$ cat config.mk
export PLATFORM = sky130hd
export DESIGN_NAME = mips150
export DESIGN_NICKNAME = d
export VERILOG_FILES = /design/src/mipsPkg.sv /design/src/uartLink.sv /design/src/mips150.sv /design/src/uart.sv /design/src/datapath.sv /design/src/cycleCounter.sv /design/src/controlFsm.sv
export SDC_FILE = /design/constraint.sdc
export NUM_CORES = 2
export LEC_CHECK = 0
export BUFFER_PORTS_ARGS = -buffer_cell sky130_fd_sc_hd__buf_2
export CORE_MARGIN = 4
export CORE_UTILIZATION = 63
export DETAILED_ROUTE_END_ITERATION = 12
export PLACE_DENSITY_LB_ADDON = 0.2
export SYNTH_ARGS = -nofsm -noshare
export SYNTH_HDL_FRONTEND = slang
export SYNTH_SLANG_ARGS = --single-unit
$ cat constraint.sdc
create_clock -name clk -period 7.5 [get_ports clk]
set_input_delay 0.375 -clock clk [delete_from_list [all_inputs] [get_ports clk]]
set_output_delay 0.375 -clock clk [all_outputs]
set_load 0.05 [all_outputs]
$ cat src/mipsPkg.sv
`default_nettype none

package mipsPkg;

   typedef enum logic [5:0] {
      OpRType = 6'h00,
      OpJ     = 6'h02,
      OpBeq   = 6'h04,
      OpBne   = 6'h05,
      OpAddiu = 6'h09,
      OpOri   = 6'h0d,
      OpLui   = 6'h0f,
      OpLw    = 6'h23,
      OpSw    = 6'h2b
   } Opcode;

   typedef enum logic [5:0] {
      FnAddu = 6'h21,
      FnSubu = 6'h23,
      FnAnd  = 6'h24,
      FnOr   = 6'h25,
      FnSlt  = 6'h2a
   } Funct;

   typedef enum logic [2:0] {
      AluAdd,
      AluSub,
      AluAnd,
      AluOr,
      AluSlt,
      AluLui,
      AluPassB
   } AluOp;

   typedef enum logic [1:0] {
      PcPlus4,
      PcBranch,
      PcJump
   } PcSel;

   typedef struct packed {
      Opcode      opcode;
      logic [4:0] rs;
      logic [4:0] rt;
      logic [4:0] rd;
      logic [4:0] shamt;
      Funct       funct;
   } RFormat;

   typedef struct packed {
      Opcode       opcode;
      logic [4:0]  rs;
      logic [4:0]  rt;
      logic [15:0] imm;
   } IFormat;

   typedef struct packed {
      Opcode       opcode;
      logic [25:0] target;
   } JFormat;

   // one fetched word, three field layouts
   typedef union packed {
      RFormat r;
      IFormat i;
      JFormat j;
   } Instruction;

   localparam logic [31:0] IoBase       = 32'h8000_0000; // top nibble selects I/O
   localparam logic [31:0] IoStatus     = 32'h8000_0000;
   localparam logic [31:0] IoRxData     = 32'h8000_0004;
   localparam logic [31:0] IoTxData     = 32'h8000_0008;
   localparam logic [31:0] IoCount      = 32'h8000_0010;
   localparam logic [31:0] IoCountClear = 32'h8000_0018;

endpackage

`default_nettype wire
$ cat src/uartLink.sv
`timescale 1ns/1ps
`default_nettype none

interface uartLink;
   logic [7:0] txData;
   logic       txPush;
   logic       txCredit; // one credit back per dequeued byte
   logic [7:0] rxData;
   logic       rxValid;
   logic       rxTake;

   modport core (
      output txData, txPush, rxTake,
      input  txCredit, rxData, rxValid
   );

   modport serial (
      input  txData, txPush, rxTake,
      output txCredit, rxData, rxValid
   );
endinterface

`default_nettype wire

$ cat src/mips150.sv
`timescale 1ns/1ps
`default_nettype none

module mips150 #(
   parameter int TxDepth      = 4,
   parameter int ClocksPerBit = 16
) (
   input  wire         clk,
   input  wire         reset,
   input  wire         serialRx,
   output logic        serialTx,
   output logic [31:0] dcacheAddr,
   output logic [31:0] icacheAddr,
   output logic [3:0]  dcacheWe,
   output logic        dcacheRe,
   output logic        icacheRe,
   output logic [31:0] dcacheDin,
   input  wire  [31:0] dcacheDout,
   input  wire  [31:0] instruction,
   input  wire         stall
);
   import mipsPkg::*;

   Instruction  instr;
   PcSel        pcSel;
   AluOp        aluOp;
   logic        irWrite;
   logic        pcWrite;
   logic        regWrite;
   logic        regDst;
   logic        aluSrcImm;
   logic        signExtend;
   logic        memToReg;
   logic        addrLatch;
   logic        ioRead;
   logic        ioWrite;
   logic        branchEqual;
   logic        isIo;
   logic        counterClear;
   logic [31:0] count;

   uartLink link ();

   controlFsm controlFsm_i (
      .clk         (clk),
      .reset       (reset),
      .stall       (stall),
      .instr       (instr),
      .branchEqual (branchEqual),
      .isIo        (isIo),
      .irWrite     (irWrite),
      .pcWrite     (pcWrite),
      .pcSel       (pcSel),
      .regWrite    (regWrite),
      .regDst      (regDst),
      .aluSrcImm   (aluSrcImm),
      .signExtend  (signExtend),
      .aluOp       (aluOp),
      .memToReg    (memToReg),
      .addrLatch   (addrLatch),
      .ioRead      (ioRead),
      .ioWrite     (ioWrite),
      .icacheRe    (icacheRe),
      .dcacheRe    (dcacheRe),
      .dcacheWe    (dcacheWe)
   );

   cycleCounter cycleCounter_i (
      .clk   (clk),
      .reset (reset),
      .clear (counterClear),
      .count (count)
   );

   datapath #(
      .TxDepth (TxDepth)
   ) datapath_i (
      .clk          (clk),
      .reset        (reset),
      .stall        (stall),
      .irWrite      (irWrite),
      .pcWrite      (pcWrite),
      .pcSel        (pcSel),
      .regWrite     (regWrite),
      .regDst       (regDst),
      .aluSrcImm    (aluSrcImm),
      .signExtend   (signExtend),
      .aluOp        (aluOp),
      .memToReg     (memToReg),
      .addrLatch    (addrLatch),
      .ioRead       (ioRead),
      .ioWrite      (ioWrite),
      .dcacheDout   (dcacheDout),
      .instruction  (instruction),
      .count        (count),
      .instr        (instr),
      .branchEqual  (branchEqual),
      .isIo         (isIo),
      .icacheAddr   (icacheAddr),
      .dcacheAddr   (dcacheAddr),
      .dcacheDin    (dcacheDin),
      .counterClear (counterClear),
      .link         (link.core)
   );

   uart #(
      .ClocksPerBit (ClocksPerBit),
      .TxDepth      (TxDepth)
   ) uart_i (
      .clk      (clk),
      .reset    (reset),
      .serialRx (serialRx),
      .serialTx (serialTx),
      .link     (link.serial)
   );

endmodule

`default_nettype wire

$ cat src/uart.sv
`timescale 1ns/1ps
`default_nettype none

module uart #(
   parameter int ClocksPerBit = 16,
   parameter int TxDepth      = 4
) (
   input  wire   clk,
   input  wire   reset,
   input  wire   serialRx,
   output logic  serialTx,
   uartLink.serial link
);

   localparam int PtrWidth   = $clog2(TxDepth);
   localparam int CountWidth = $clog2(TxDepth + 1);
   localparam int TimerWidth = $clog2(ClocksPerBit);
   localparam logic [TimerWidth-1:0] BitTicks  = TimerWidth'(ClocksPerBit - 1);
   localparam logic [TimerWidth-1:0] HalfTicks = TimerWidth'(ClocksPerBit / 2 - 1);

   logic [7:0]            fifoMem [TxDepth];
   logic [PtrWidth-1:0]   wrPtr;
   logic [PtrWidth-1:0]   rdPtr;
   logic [CountWidth-1:0] fifoCount;
   logic                  txLoad;
   logic                  txBusy;
   logic [9:0]            txShift;
   logic [3:0]            txBitsLeft;
   logic [TimerWidth-1:0] txTimer;

   logic [1:0]            rxSync;
   logic                  rxIn;
   logic                  rxBusy;
   logic [TimerWidth-1:0] rxTimer;
   logic [3:0]            rxBitCount;
   logic                  rxSample;
   logic                  rxDone;
   logic [7:0]            rxByte;
   logic [7:0]            rxHold;
   logic                  rxValid;

   assign txBusy        = (txBitsLeft != 4'd0);
   assign txLoad        = !txBusy && fifoCount != '0;
   assign link.txCredit = txLoad; // byte leaves the FIFO
   assign serialTx      = txShift[0];

   always_ff @(posedge clk) begin
      if (link.txPush) begin
         fifoMem[wrPtr] <= link.txData;
      end
   end

   always_ff @(posedge clk) begin
      if (reset) begin
         wrPtr     <= '0;
         rdPtr     <= '0;
         fifoCount <= '0;
      end else begin
         if (link.txPush) begin
            wrPtr <= (wrPtr == PtrWidth'(TxDepth - 1)) ? '0 : wrPtr + 1'b1;
         end
         if (txLoad) begin
            rdPtr <= (rdPtr == PtrWidth'(TxDepth - 1)) ? '0 : rdPtr + 1'b1;
         end
         if (link.txPush && !txLoad) begin
            fifoCount <= fifoCount + 1'b1;
         end else if (txLoad && !link.txPush) begin
            fifoCount <= fifoCount - 1'b1;
         end
      end
   end

   always_ff @(posedge clk) begin
      if (reset) begin
         txShift    <= '1; // line idles high
         txBitsLeft <= 4'd0;
         txTimer    <= '0;
      end else if (txLoad) begin
         txShift    <= {1'b1, fifoMem[rdPtr], 1'b0};
         txBitsLeft <= 4'd10;
         txTimer    <= BitTicks;
      end else if (txBusy) begin
         if (txTimer == '0) begin
            txShift    <= {1'b1, txShift[9:1]};
            txBitsLeft <= txBitsLeft - 4'd1;
            txTimer    <= BitTicks;
         end else begin
            txTimer <= txTimer - 1'b1;
         end
      end
   end

   assign rxIn     = rxSync[1];
   assign rxSample = rxBusy && rxTimer == '0;
   assign rxDone   = rxSample && rxBitCount == 4'd9; // stop bit

   always_ff @(posedge clk) begin
      if (reset) begin
         rxSync     <= 2'b11;
         rxBusy     <= 1'b0;
         rxTimer    <= '0;
         rxBitCount <= 4'd0;
         rxValid    <= 1'b0;
      end else begin
         rxSync <= {rxSync[0], serialRx};
         if (!rxBusy) begin
            if (!rxIn) begin
               rxBusy     <= 1'b1;
               rxTimer    <= HalfTicks; // aim at mid bit
               rxBitCount <= 4'd0;
            end
         end else if (!rxSample) begin
            rxTimer <= rxTimer - 1'b1;
         end else begin
            rxTimer    <= BitTicks;
            rxBitCount <= rxBitCount + 4'd1;
            if ((rxBitCount == 4'd0 && rxIn) || rxDone) begin
               rxBusy <= 1'b0; // glitch on start, or frame complete
            end
         end
         if (rxDone) begin
            rxValid <= 1'b1;
         end else if (link.rxTake) begin
            rxValid <= 1'b0;
         end
      end
   end

   always_ff @(posedge clk) begin
      if (rxSample && rxBitCount != 4'd0 && !rxDone) begin
         rxByte <= {rxIn, rxByte[7:1]}; // lsb first
      end
      if (rxDone) begin
         rxHold <= rxByte;
      end
   end

   assign link.rxData  = rxHold;
   assign link.rxValid = rxValid;

endmodule

`default_nettype wire

$ cat src/datapath.sv
`timescale 1ns/1ps
`default_nettype none

module datapath #(
   parameter int TxDepth = 4
) (
   input  wire                 clk,
   input  wire                 reset,
   input  wire                 stall,
   input  wire                 irWrite,
   input  wire                 pcWrite,
   input  mipsPkg::PcSel       pcSel,
   input  wire                 regWrite,
   input  wire                 regDst,
   input  wire                 aluSrcImm,
   input  wire                 signExtend,
   input  mipsPkg::AluOp       aluOp,
   input  wire                 memToReg,
   input  wire                 addrLatch,
   input  wire                 ioRead,
   input  wire                 ioWrite,
   input  wire [31:0]          dcacheDout,
   input  wire [31:0]          instruction,
   input  wire [31:0]          count,
   output mipsPkg::Instruction instr,
   output logic                branchEqual,
   output logic                isIo,
   output logic [31:0]         icacheAddr,
   output logic [31:0]         dcacheAddr,
   output logic [31:0]         dcacheDin,
   output logic                counterClear,
   uartLink.core               link
);
   import mipsPkg::*;

   localparam int CreditWidth = $clog2(TxDepth + 1);

   logic [31:0] pc;
   logic [31:0] regs [32];
   logic [31:0] rsVal;
   logic [31:0] rtVal;
   logic [31:0] immExt;
   logic [31:0] aluB;
   logic [31:0] aluResult;
   logic [31:0] aluOut;
   logic [31:0] addr;
   logic [31:0] ioData;
   logic [31:0] wbData;
   logic [4:0]  wrReg;
   logic [CreditWidth-1:0] credits;
   logic        hasCredit;
   logic        txPush;

   always_ff @(posedge clk) begin
      if (reset) begin
         pc <= '0;
      end else if (pcWrite && !stall) begin
         case (pcSel)
            PcBranch: pc <= pc + {{14{instr.i.imm[15]}}, instr.i.imm, 2'b00}; // pc already +4
            PcJump:   pc <= {pc[31:28], instr.j.target, 2'b00};
            default:  pc <= pc + 32'd4;
         endcase
      end
   end

   always_ff @(posedge clk) begin
      if (!stall) begin
         if (irWrite) begin
            instr <= instruction;
         end
         if (addrLatch) begin
            addr <= aluResult;
         end
         aluOut <= aluResult;
      end
   end

   // register 0 reads as zero
   assign rsVal = (instr.r.rs == 5'd0) ? '0 : regs[instr.r.rs];
   assign rtVal = (instr.r.rt == 5'd0) ? '0 : regs[instr.r.rt];
   assign wrReg = regDst ? instr.r.rd : instr.r.rt;

   always_ff @(posedge clk) begin
      if (regWrite && !stall && wrReg != 5'd0) begin
         regs[wrReg] <= wbData;
      end
   end

   assign immExt = {{16{signExtend & instr.i.imm[15]}}, instr.i.imm};
   assign aluB   = aluSrcImm ? immExt : rtVal;

   always_comb begin
      case (aluOp)
         AluAdd:  aluResult = rsVal + aluB;
         AluSub:  aluResult = rsVal - aluB;
         AluAnd:  aluResult = rsVal & aluB;
         AluOr:   aluResult = rsVal | aluB;
         AluSlt:  aluResult = {31'd0, $signed(rsVal) < $signed(aluB)};
         AluLui:  aluResult = {aluB[15:0], 16'd0};
         default: aluResult = aluB;
      endcase
   end

   assign branchEqual = (rsVal == rtVal);
   assign isIo        = (addr[31:28] == IoBase[31:28]);
   assign icacheAddr  = pc;
   assign dcacheAddr  = addr;
   assign dcacheDin   = rtVal;

   always_comb begin
      case (addr)
         IoStatus: ioData = {30'd0, link.rxValid, hasCredit};
         IoRxData: ioData = {24'd0, link.rxData};
         IoCount:  ioData = count;
         default:  ioData = '0;
      endcase
   end

   assign wbData = memToReg ? (isIo ? ioData : dcacheDout) : aluOut;

   assign hasCredit    = (credits != '0);
   assign txPush       = ioWrite && !stall && addr == IoTxData && hasCredit; // no credit, dropped
   assign counterClear = ioWrite && !stall && addr == IoCountClear;
   assign link.txPush  = txPush;
   assign link.txData  = rtVal[7:0];
   assign link.rxTake  = ioRead && !stall && addr == IoRxData;

   always_ff @(posedge clk) begin
      if (reset) begin
         credits <= CreditWidth'(TxDepth);
      end else if (txPush && !link.txCredit) begin
         credits <= credits - 1'b1;
      end else if (link.txCredit && !txPush) begin
         credits <= credits + 1'b1;
      end
   end

endmodule

`default_nettype wire

$ cat src/cycleCounter.sv
`timescale 1ns/1ps
`default_nettype none

module cycleCounter (
   input  wire         clk,
   input  wire         reset,
   input  wire         clear,
   output logic [31:0] count
);

   always_ff @(posedge clk) begin
      if (reset || clear) begin
         count <= '0;
      end else begin
         count <= count + 32'd1; // wraps
      end
   end

endmodule

`default_nettype wire

$ cat src/controlFsm.sv
`timescale 1ns/1ps
`default_nettype none

module controlFsm (
   input  wire                     clk,
   input  wire                     reset,
   input  wire                     stall,
   input  mipsPkg::Instruction     instr,
   input  wire                     branchEqual,
   input  wire                     isIo,
   output logic                    irWrite,
   output logic                    pcWrite,
   output mipsPkg::PcSel           pcSel,
   output logic                    regWrite,
   output logic                    regDst,
   output logic                    aluSrcImm,
   output logic                    signExtend,
   output mipsPkg::AluOp           aluOp,
   output logic                    memToReg,
   output logic                    addrLatch,
   output logic                    ioRead,
   output logic                    ioWrite,
   output logic                    icacheRe,
   output logic                    dcacheRe,
   output logic [3:0]              dcacheWe
);
   import mipsPkg::*;

   typedef enum logic [2:0] {
      Fetch,
      Decode,
      Execute,
      Memory,
      Writeback
   } State;

   State state;
   State nextState;
   logic isMem;
   logic isBranch;
   logic taken;

   assign isMem    = (instr.r.opcode == OpLw) || (instr.r.opcode == OpSw);
   assign isBranch = (instr.r.opcode == OpBeq) || (instr.r.opcode == OpBne);
   assign taken    = (instr.r.opcode == OpBeq) ? branchEqual : !branchEqual;

   always_ff @(posedge clk) begin
      if (reset) begin
         state <= Fetch;
      end else if (!stall) begin
         state <= nextState;
      end
   end

   always_comb begin
      case (state)
         Fetch:     nextState = Decode;
         Decode:    nextState = Execute;
         Execute: begin
            if (isMem) begin
               nextState = Memory;
            end else if (isBranch || instr.r.opcode == OpJ) begin
               nextState = Fetch;
            end else begin
               nextState = Writeback;
            end
         end
         Memory:    nextState = (instr.r.opcode == OpLw) ? Writeback : Fetch;
         default:   nextState = Fetch;
      endcase
   end

   // field decode, only takes effect where a state writes
   always_comb begin
      regDst     = (instr.r.opcode == OpRType);
      aluSrcImm  = (instr.r.opcode != OpRType);
      signExtend = (instr.r.opcode != OpOri);
      case (instr.r.opcode)
         OpRType: begin
            case (instr.r.funct)
               FnAddu:  aluOp = AluAdd;
               FnSubu:  aluOp = AluSub;
               FnAnd:   aluOp = AluAnd;
               FnOr:    aluOp = AluOr;
               FnSlt:   aluOp = AluSlt;
               default: aluOp = AluPassB;
            endcase
         end
         OpOri:   aluOp = AluOr;
         OpLui:   aluOp = AluLui;
         OpAddiu, OpLw, OpSw: aluOp = AluAdd;
         default: aluOp = AluPassB;
      endcase
   end

   always_comb begin
      irWrite   = 1'b0;
      pcWrite   = 1'b0;
      pcSel     = PcPlus4;
      regWrite  = 1'b0;
      memToReg  = 1'b0;
      addrLatch = 1'b0;
      ioRead    = 1'b0;
      ioWrite   = 1'b0;
      icacheRe  = 1'b0;
      dcacheRe  = 1'b0;
      dcacheWe  = 4'b0000;
      case (state)
         Fetch:   icacheRe = 1'b1;
         Decode: begin
            irWrite = 1'b1; // word arrives this cycle
            pcWrite = 1'b1;
         end
         Execute: begin
            addrLatch = isMem;
            if (instr.r.opcode == OpJ) begin
               pcWrite = 1'b1;
               pcSel   = PcJump;
            end else if (isBranch) begin
               pcWrite = taken;
               pcSel   = PcBranch;
            end
         end
         Memory: begin
            if (instr.r.opcode == OpLw) begin
               dcacheRe = !isIo;
            end else begin
               dcacheWe = isIo ? 4'b0000 : 4'b1111;
               ioWrite  = isIo;
            end
         end
         Writeback: begin
            regWrite = 1'b1;
            memToReg = (instr.r.opcode == OpLw);
            ioRead   = (instr.r.opcode == OpLw) && isIo;
         end
         default: ;
      endcase
   end

endmodule

`default_nettype wire

==> impl_results.md <==
* Cells after DPL at around 6,000
* Gate Count Post-Synth at 4,443
* TritonCTS buffer count at 136
* HP Class: input pin to flip-flop
* Max layer used: met5
* VDD IR max at 0.2362 mV
* Clock buffer depth at 3
* Fin crit period at 6.805 ns
* CTS tree: built
* Met1 wire length at about 70 mm
* DR vias/cell at 7.389
* Total die area at between 0.1 and 0.15 sq mm
* Synth area leader: edfxtp_1
* All-layer global routing usage at 39.83%
* Nets at 4,922
* Row count at 117
* Top-area cell type share of the netlist area at 53.87%
* Hold slack at roughly 0.30 ns
* Sink Count at 1,284
* DIE WIDTH at roughly 330 microns
* Maxcap violations at 0
* # resized after CTS at 0
* Crit start category: flip-flop
* Post-synth top flop: edfxtp_1
* Syn_area_per_cell at 14.65 sq um
* Drt pass-1 iters at 6
* Met3 Wirelength at 31.37 mm
* Power Density at 237.0 mW/mm^2
* Vias in the first global route at about 45,000
* IO Pins at 171
* WL final at approximately 210 mm
* Core Region at 0.1022 sq mm
* Worst R2R Path Depth at 21
* Largest stage delay, worst path at 0.82 ns
* Chip height at 329.5 microns
* Slowest stage cell, crit path: dfxtp_4
* Final std cells w/o fill at a little over 6,000
* Wire length on met2 at 97.14 mm
* Grt ovf at 0
* Post-DP HPWL at 132.0 mm
* Final Skew at 0.02970 ns
* Worst slew pin tran at 1.353 ns
* Post-Syn Area at 0.06511 sq mm
* CP Cell Sequence: buf_4, mux4_2, a22oi_1, a21oi_1, or2_2, mux2i_1, inv_1, ha_1, a21oi_1, nor3_1, o21ai_0, nand2b_1, a21oi_1, o22ai_1, o2111ai_1, nand2_1, a2111oi_0, buf_4, or3_1, a21oi_1, o32a_1
* Setup violations, final at 0
* Worst-Skew Late Latency at 0.76 ns
* Post-synth ARST share at 0%
* Most used cell, CP: a21oi_1
* Ys Warns at 0
* Crit path required time at 7.99 ns
* Fin area at 0.07311 sq mm
* P_leak at 24.86 nW
* CP endpoint: datapath_i.aluOut[27]
* Largest net degree at the start of global routing at 67
* Setup CP Type: flip-flop to flip-flop
* Initial antenna violation count at 3
* Critical Path Sink Type: flip-flop
* Tcrit/Tclk final at between 90% and 100%
* Dpl ws at 0.5755 ns
* GPL Wtd Cong at 0.9925
* Reg2Reg Setup Slack at 0.70 ns
* Unrepaired setup endpoints after global routing: no
* Fmax at around 0.15 GHz
* Port bufs at 168
* Wire per inst at 34.75 microns
* Routed Antenna Nets at 0
* Final Power at 17.33 mW
* Most common cell in the netlist: edfxtp_1
* Clock-pin slew on the worst setup and hold paths at around 0.07 ns
* Fin util at 71.55%
* Top cells by count, synth: edfxtp_1, mux4_2, nor2_1
* Number of synthesized flops with an enable pin at ~1,200
* Status: finished, final reports clean
* Residual DRC at 0
* Vias post-DR at approximately 46,000
* Final Hold Fails at 0
* Root Buffer: clkbuf_16
* Worst setup margin at 0.6953 ns
* H-tree depth at 4
* Synth area leaders: edfxtp_1, mux4_2, dfxtp_1
* Area delta synth->final at 12.29%
* CP max FO at 32
* Fin. max-slew vios at 0
* Worst R2R End: datapath_i.aluOut[27]
* Post-DP Area at between 0.06 and 0.07 sq mm
* Distinct cell type count after synthesis at 91
* Fill cell count at approximately 6,500
* Sequential area share after synthesis at 57.44%
* Setup_tns at 0 ns
* Layout cells sized above 1 at between 20% and 30%
* Yosys reg bits at around 1,300
* Arr. time, crit path at about 7.3 ns
* Initial Util at 63.72%
* Slew Limit Headroom at 9.688%
* Drt initial violations at between 6,000 and 7,000
* Hold wc startpoint: reset
* First-pass GRT wire length at 308.9 mm
* Antenna diode count at 0
==> report_power, final <==
part	leakage (nW)	switching, mW	internal, mW	total, mW
clock	2.13	2.78	3.91	6.69
sequential	11.5	0.115	7.94	8.06
combinational	11.2	1.66	0.932	2.59
==> worst max-delay path, delay by kind of cell, from the launching register on <==
kind | cells | cell delay, ns
adders and majority gates | 1 | 0.25
AOI/OAI and AO/OA | 10 | 2.29
muxes | 2 | 1.09
DFF | 1 | 0.82
and+or+nand+nor | 5 | 1.01
buffers and inverters | 3 | 1.02
==> routing by layer <==
metal	GRT usage, %	vias up
li1	-	18386
met1	51.27	22484
met2	60.71	3899
met3	11.89	886
met4	23.56	6
met5	0	-
==> flip-flops by register name (all words and copies together), names as in the netlist, 4 cells and up, named ones only <==
name                   count
uart_i.txShift             9
uart_i.rxByte              8
uart_i.link.rxData         8
datapath_i.icacheAddr     30
datapath_i.regs         1024
datapath_i.aluOut         32
cycleCounter_i.count      32
uart_i.txTimer             4
uart_i.rxBitCount          4
datapath_i.dcacheAddr     32
uart_i.rxTimer             4
datapath_i.instr          32
uart_i.txBitsLeft          4
uart_i.fifoMem            32
==> cells by family (layout without fill, tap and decap cells) <==
logic type      after synthesis  after routing  share of synthesized area [%]
buf+inv                     432            768                          3.090
compound gates              979            979                          9.939
other cells                   1             34                       0.005760
flops                      1284           1284                          57.44
fa+ha+maj                   144            144                          2.825
simple gates                913            913                          6.620
xor+xnor                    100            100                          1.345
mux                         590            590                          18.74
==> placed cells by master, fill, tap and decap left out, drive strengths merged, types with 10 or more instances in the layout <==
master,Yosys,routed
mux2,11,11
xnor2,47,47
a21oi,311,311
o21bai,23,23
a211oi,34,34
dlygate4sd3,0,34
nor2,333,333
or3,23,23
ha,139,139
clkbuf,163,174
edfxtp,1168,1168
inv,133,138
a221oi,41,41
nand4,22,22
o31ai,10,10
nand3,47,47
nor3,59,59
xor2,53,53
or4,10,10
mux2i,77,77
or2,33,33
a21o,25,25
clkinv,1,48
and2,29,29
nand3b,11,11
dfxtp,116,116
mux4,502,502
a22oi,257,257
nand2b,33,33
nand2,218,218
o22ai,13,13
buf,135,360
nor2b,16,16
o21ai,125,125
bufinv,0,12
nor4,20,20
conb,1,34
and3,29,29
a31oi,32,32
==> cell type report <==
type / count / area (sq um) / share of cell area [%]
Tap cell: 1368 / 1712 / 2.341
Clock inverter: 66 / 658.1 / 0.9002
Clock buffer: 174 / 3715 / 5.081
Multi-Input combinational cell: 2760 / 26370 / 36.06
Inverter: 134 / 505.5 / 0.6914
Timing Repair Buffer: 394 / 2743 / 3.751
Sequential cell: 1284 / 37410 / 51.17
==> repair_timing <==
item,in CTS,in global routing
setup endpoints to repair,0,2
buffers inserted,0,1
hold endpoints to repair,44,0
hold buffers,34,0
==> how the worst min path moves through the flow <==
stage	to	slack (ns)	cells past startpoint
floorplan	uart_i.rxSync[1]	0.39	1
global placement	uart_i.rxSync[1]	0.40	1
detailed placement	uart_i.rxSync[1]	0.40	1
CTS	datapath_i.icacheAddr[27]	0.26	3
global route	datapath_i.icacheAddr[8]	0.31	3
finish	datapath_i.icacheAddr[6]	0.30	3
Note: power is estimated with default switching activity, not from simulation.
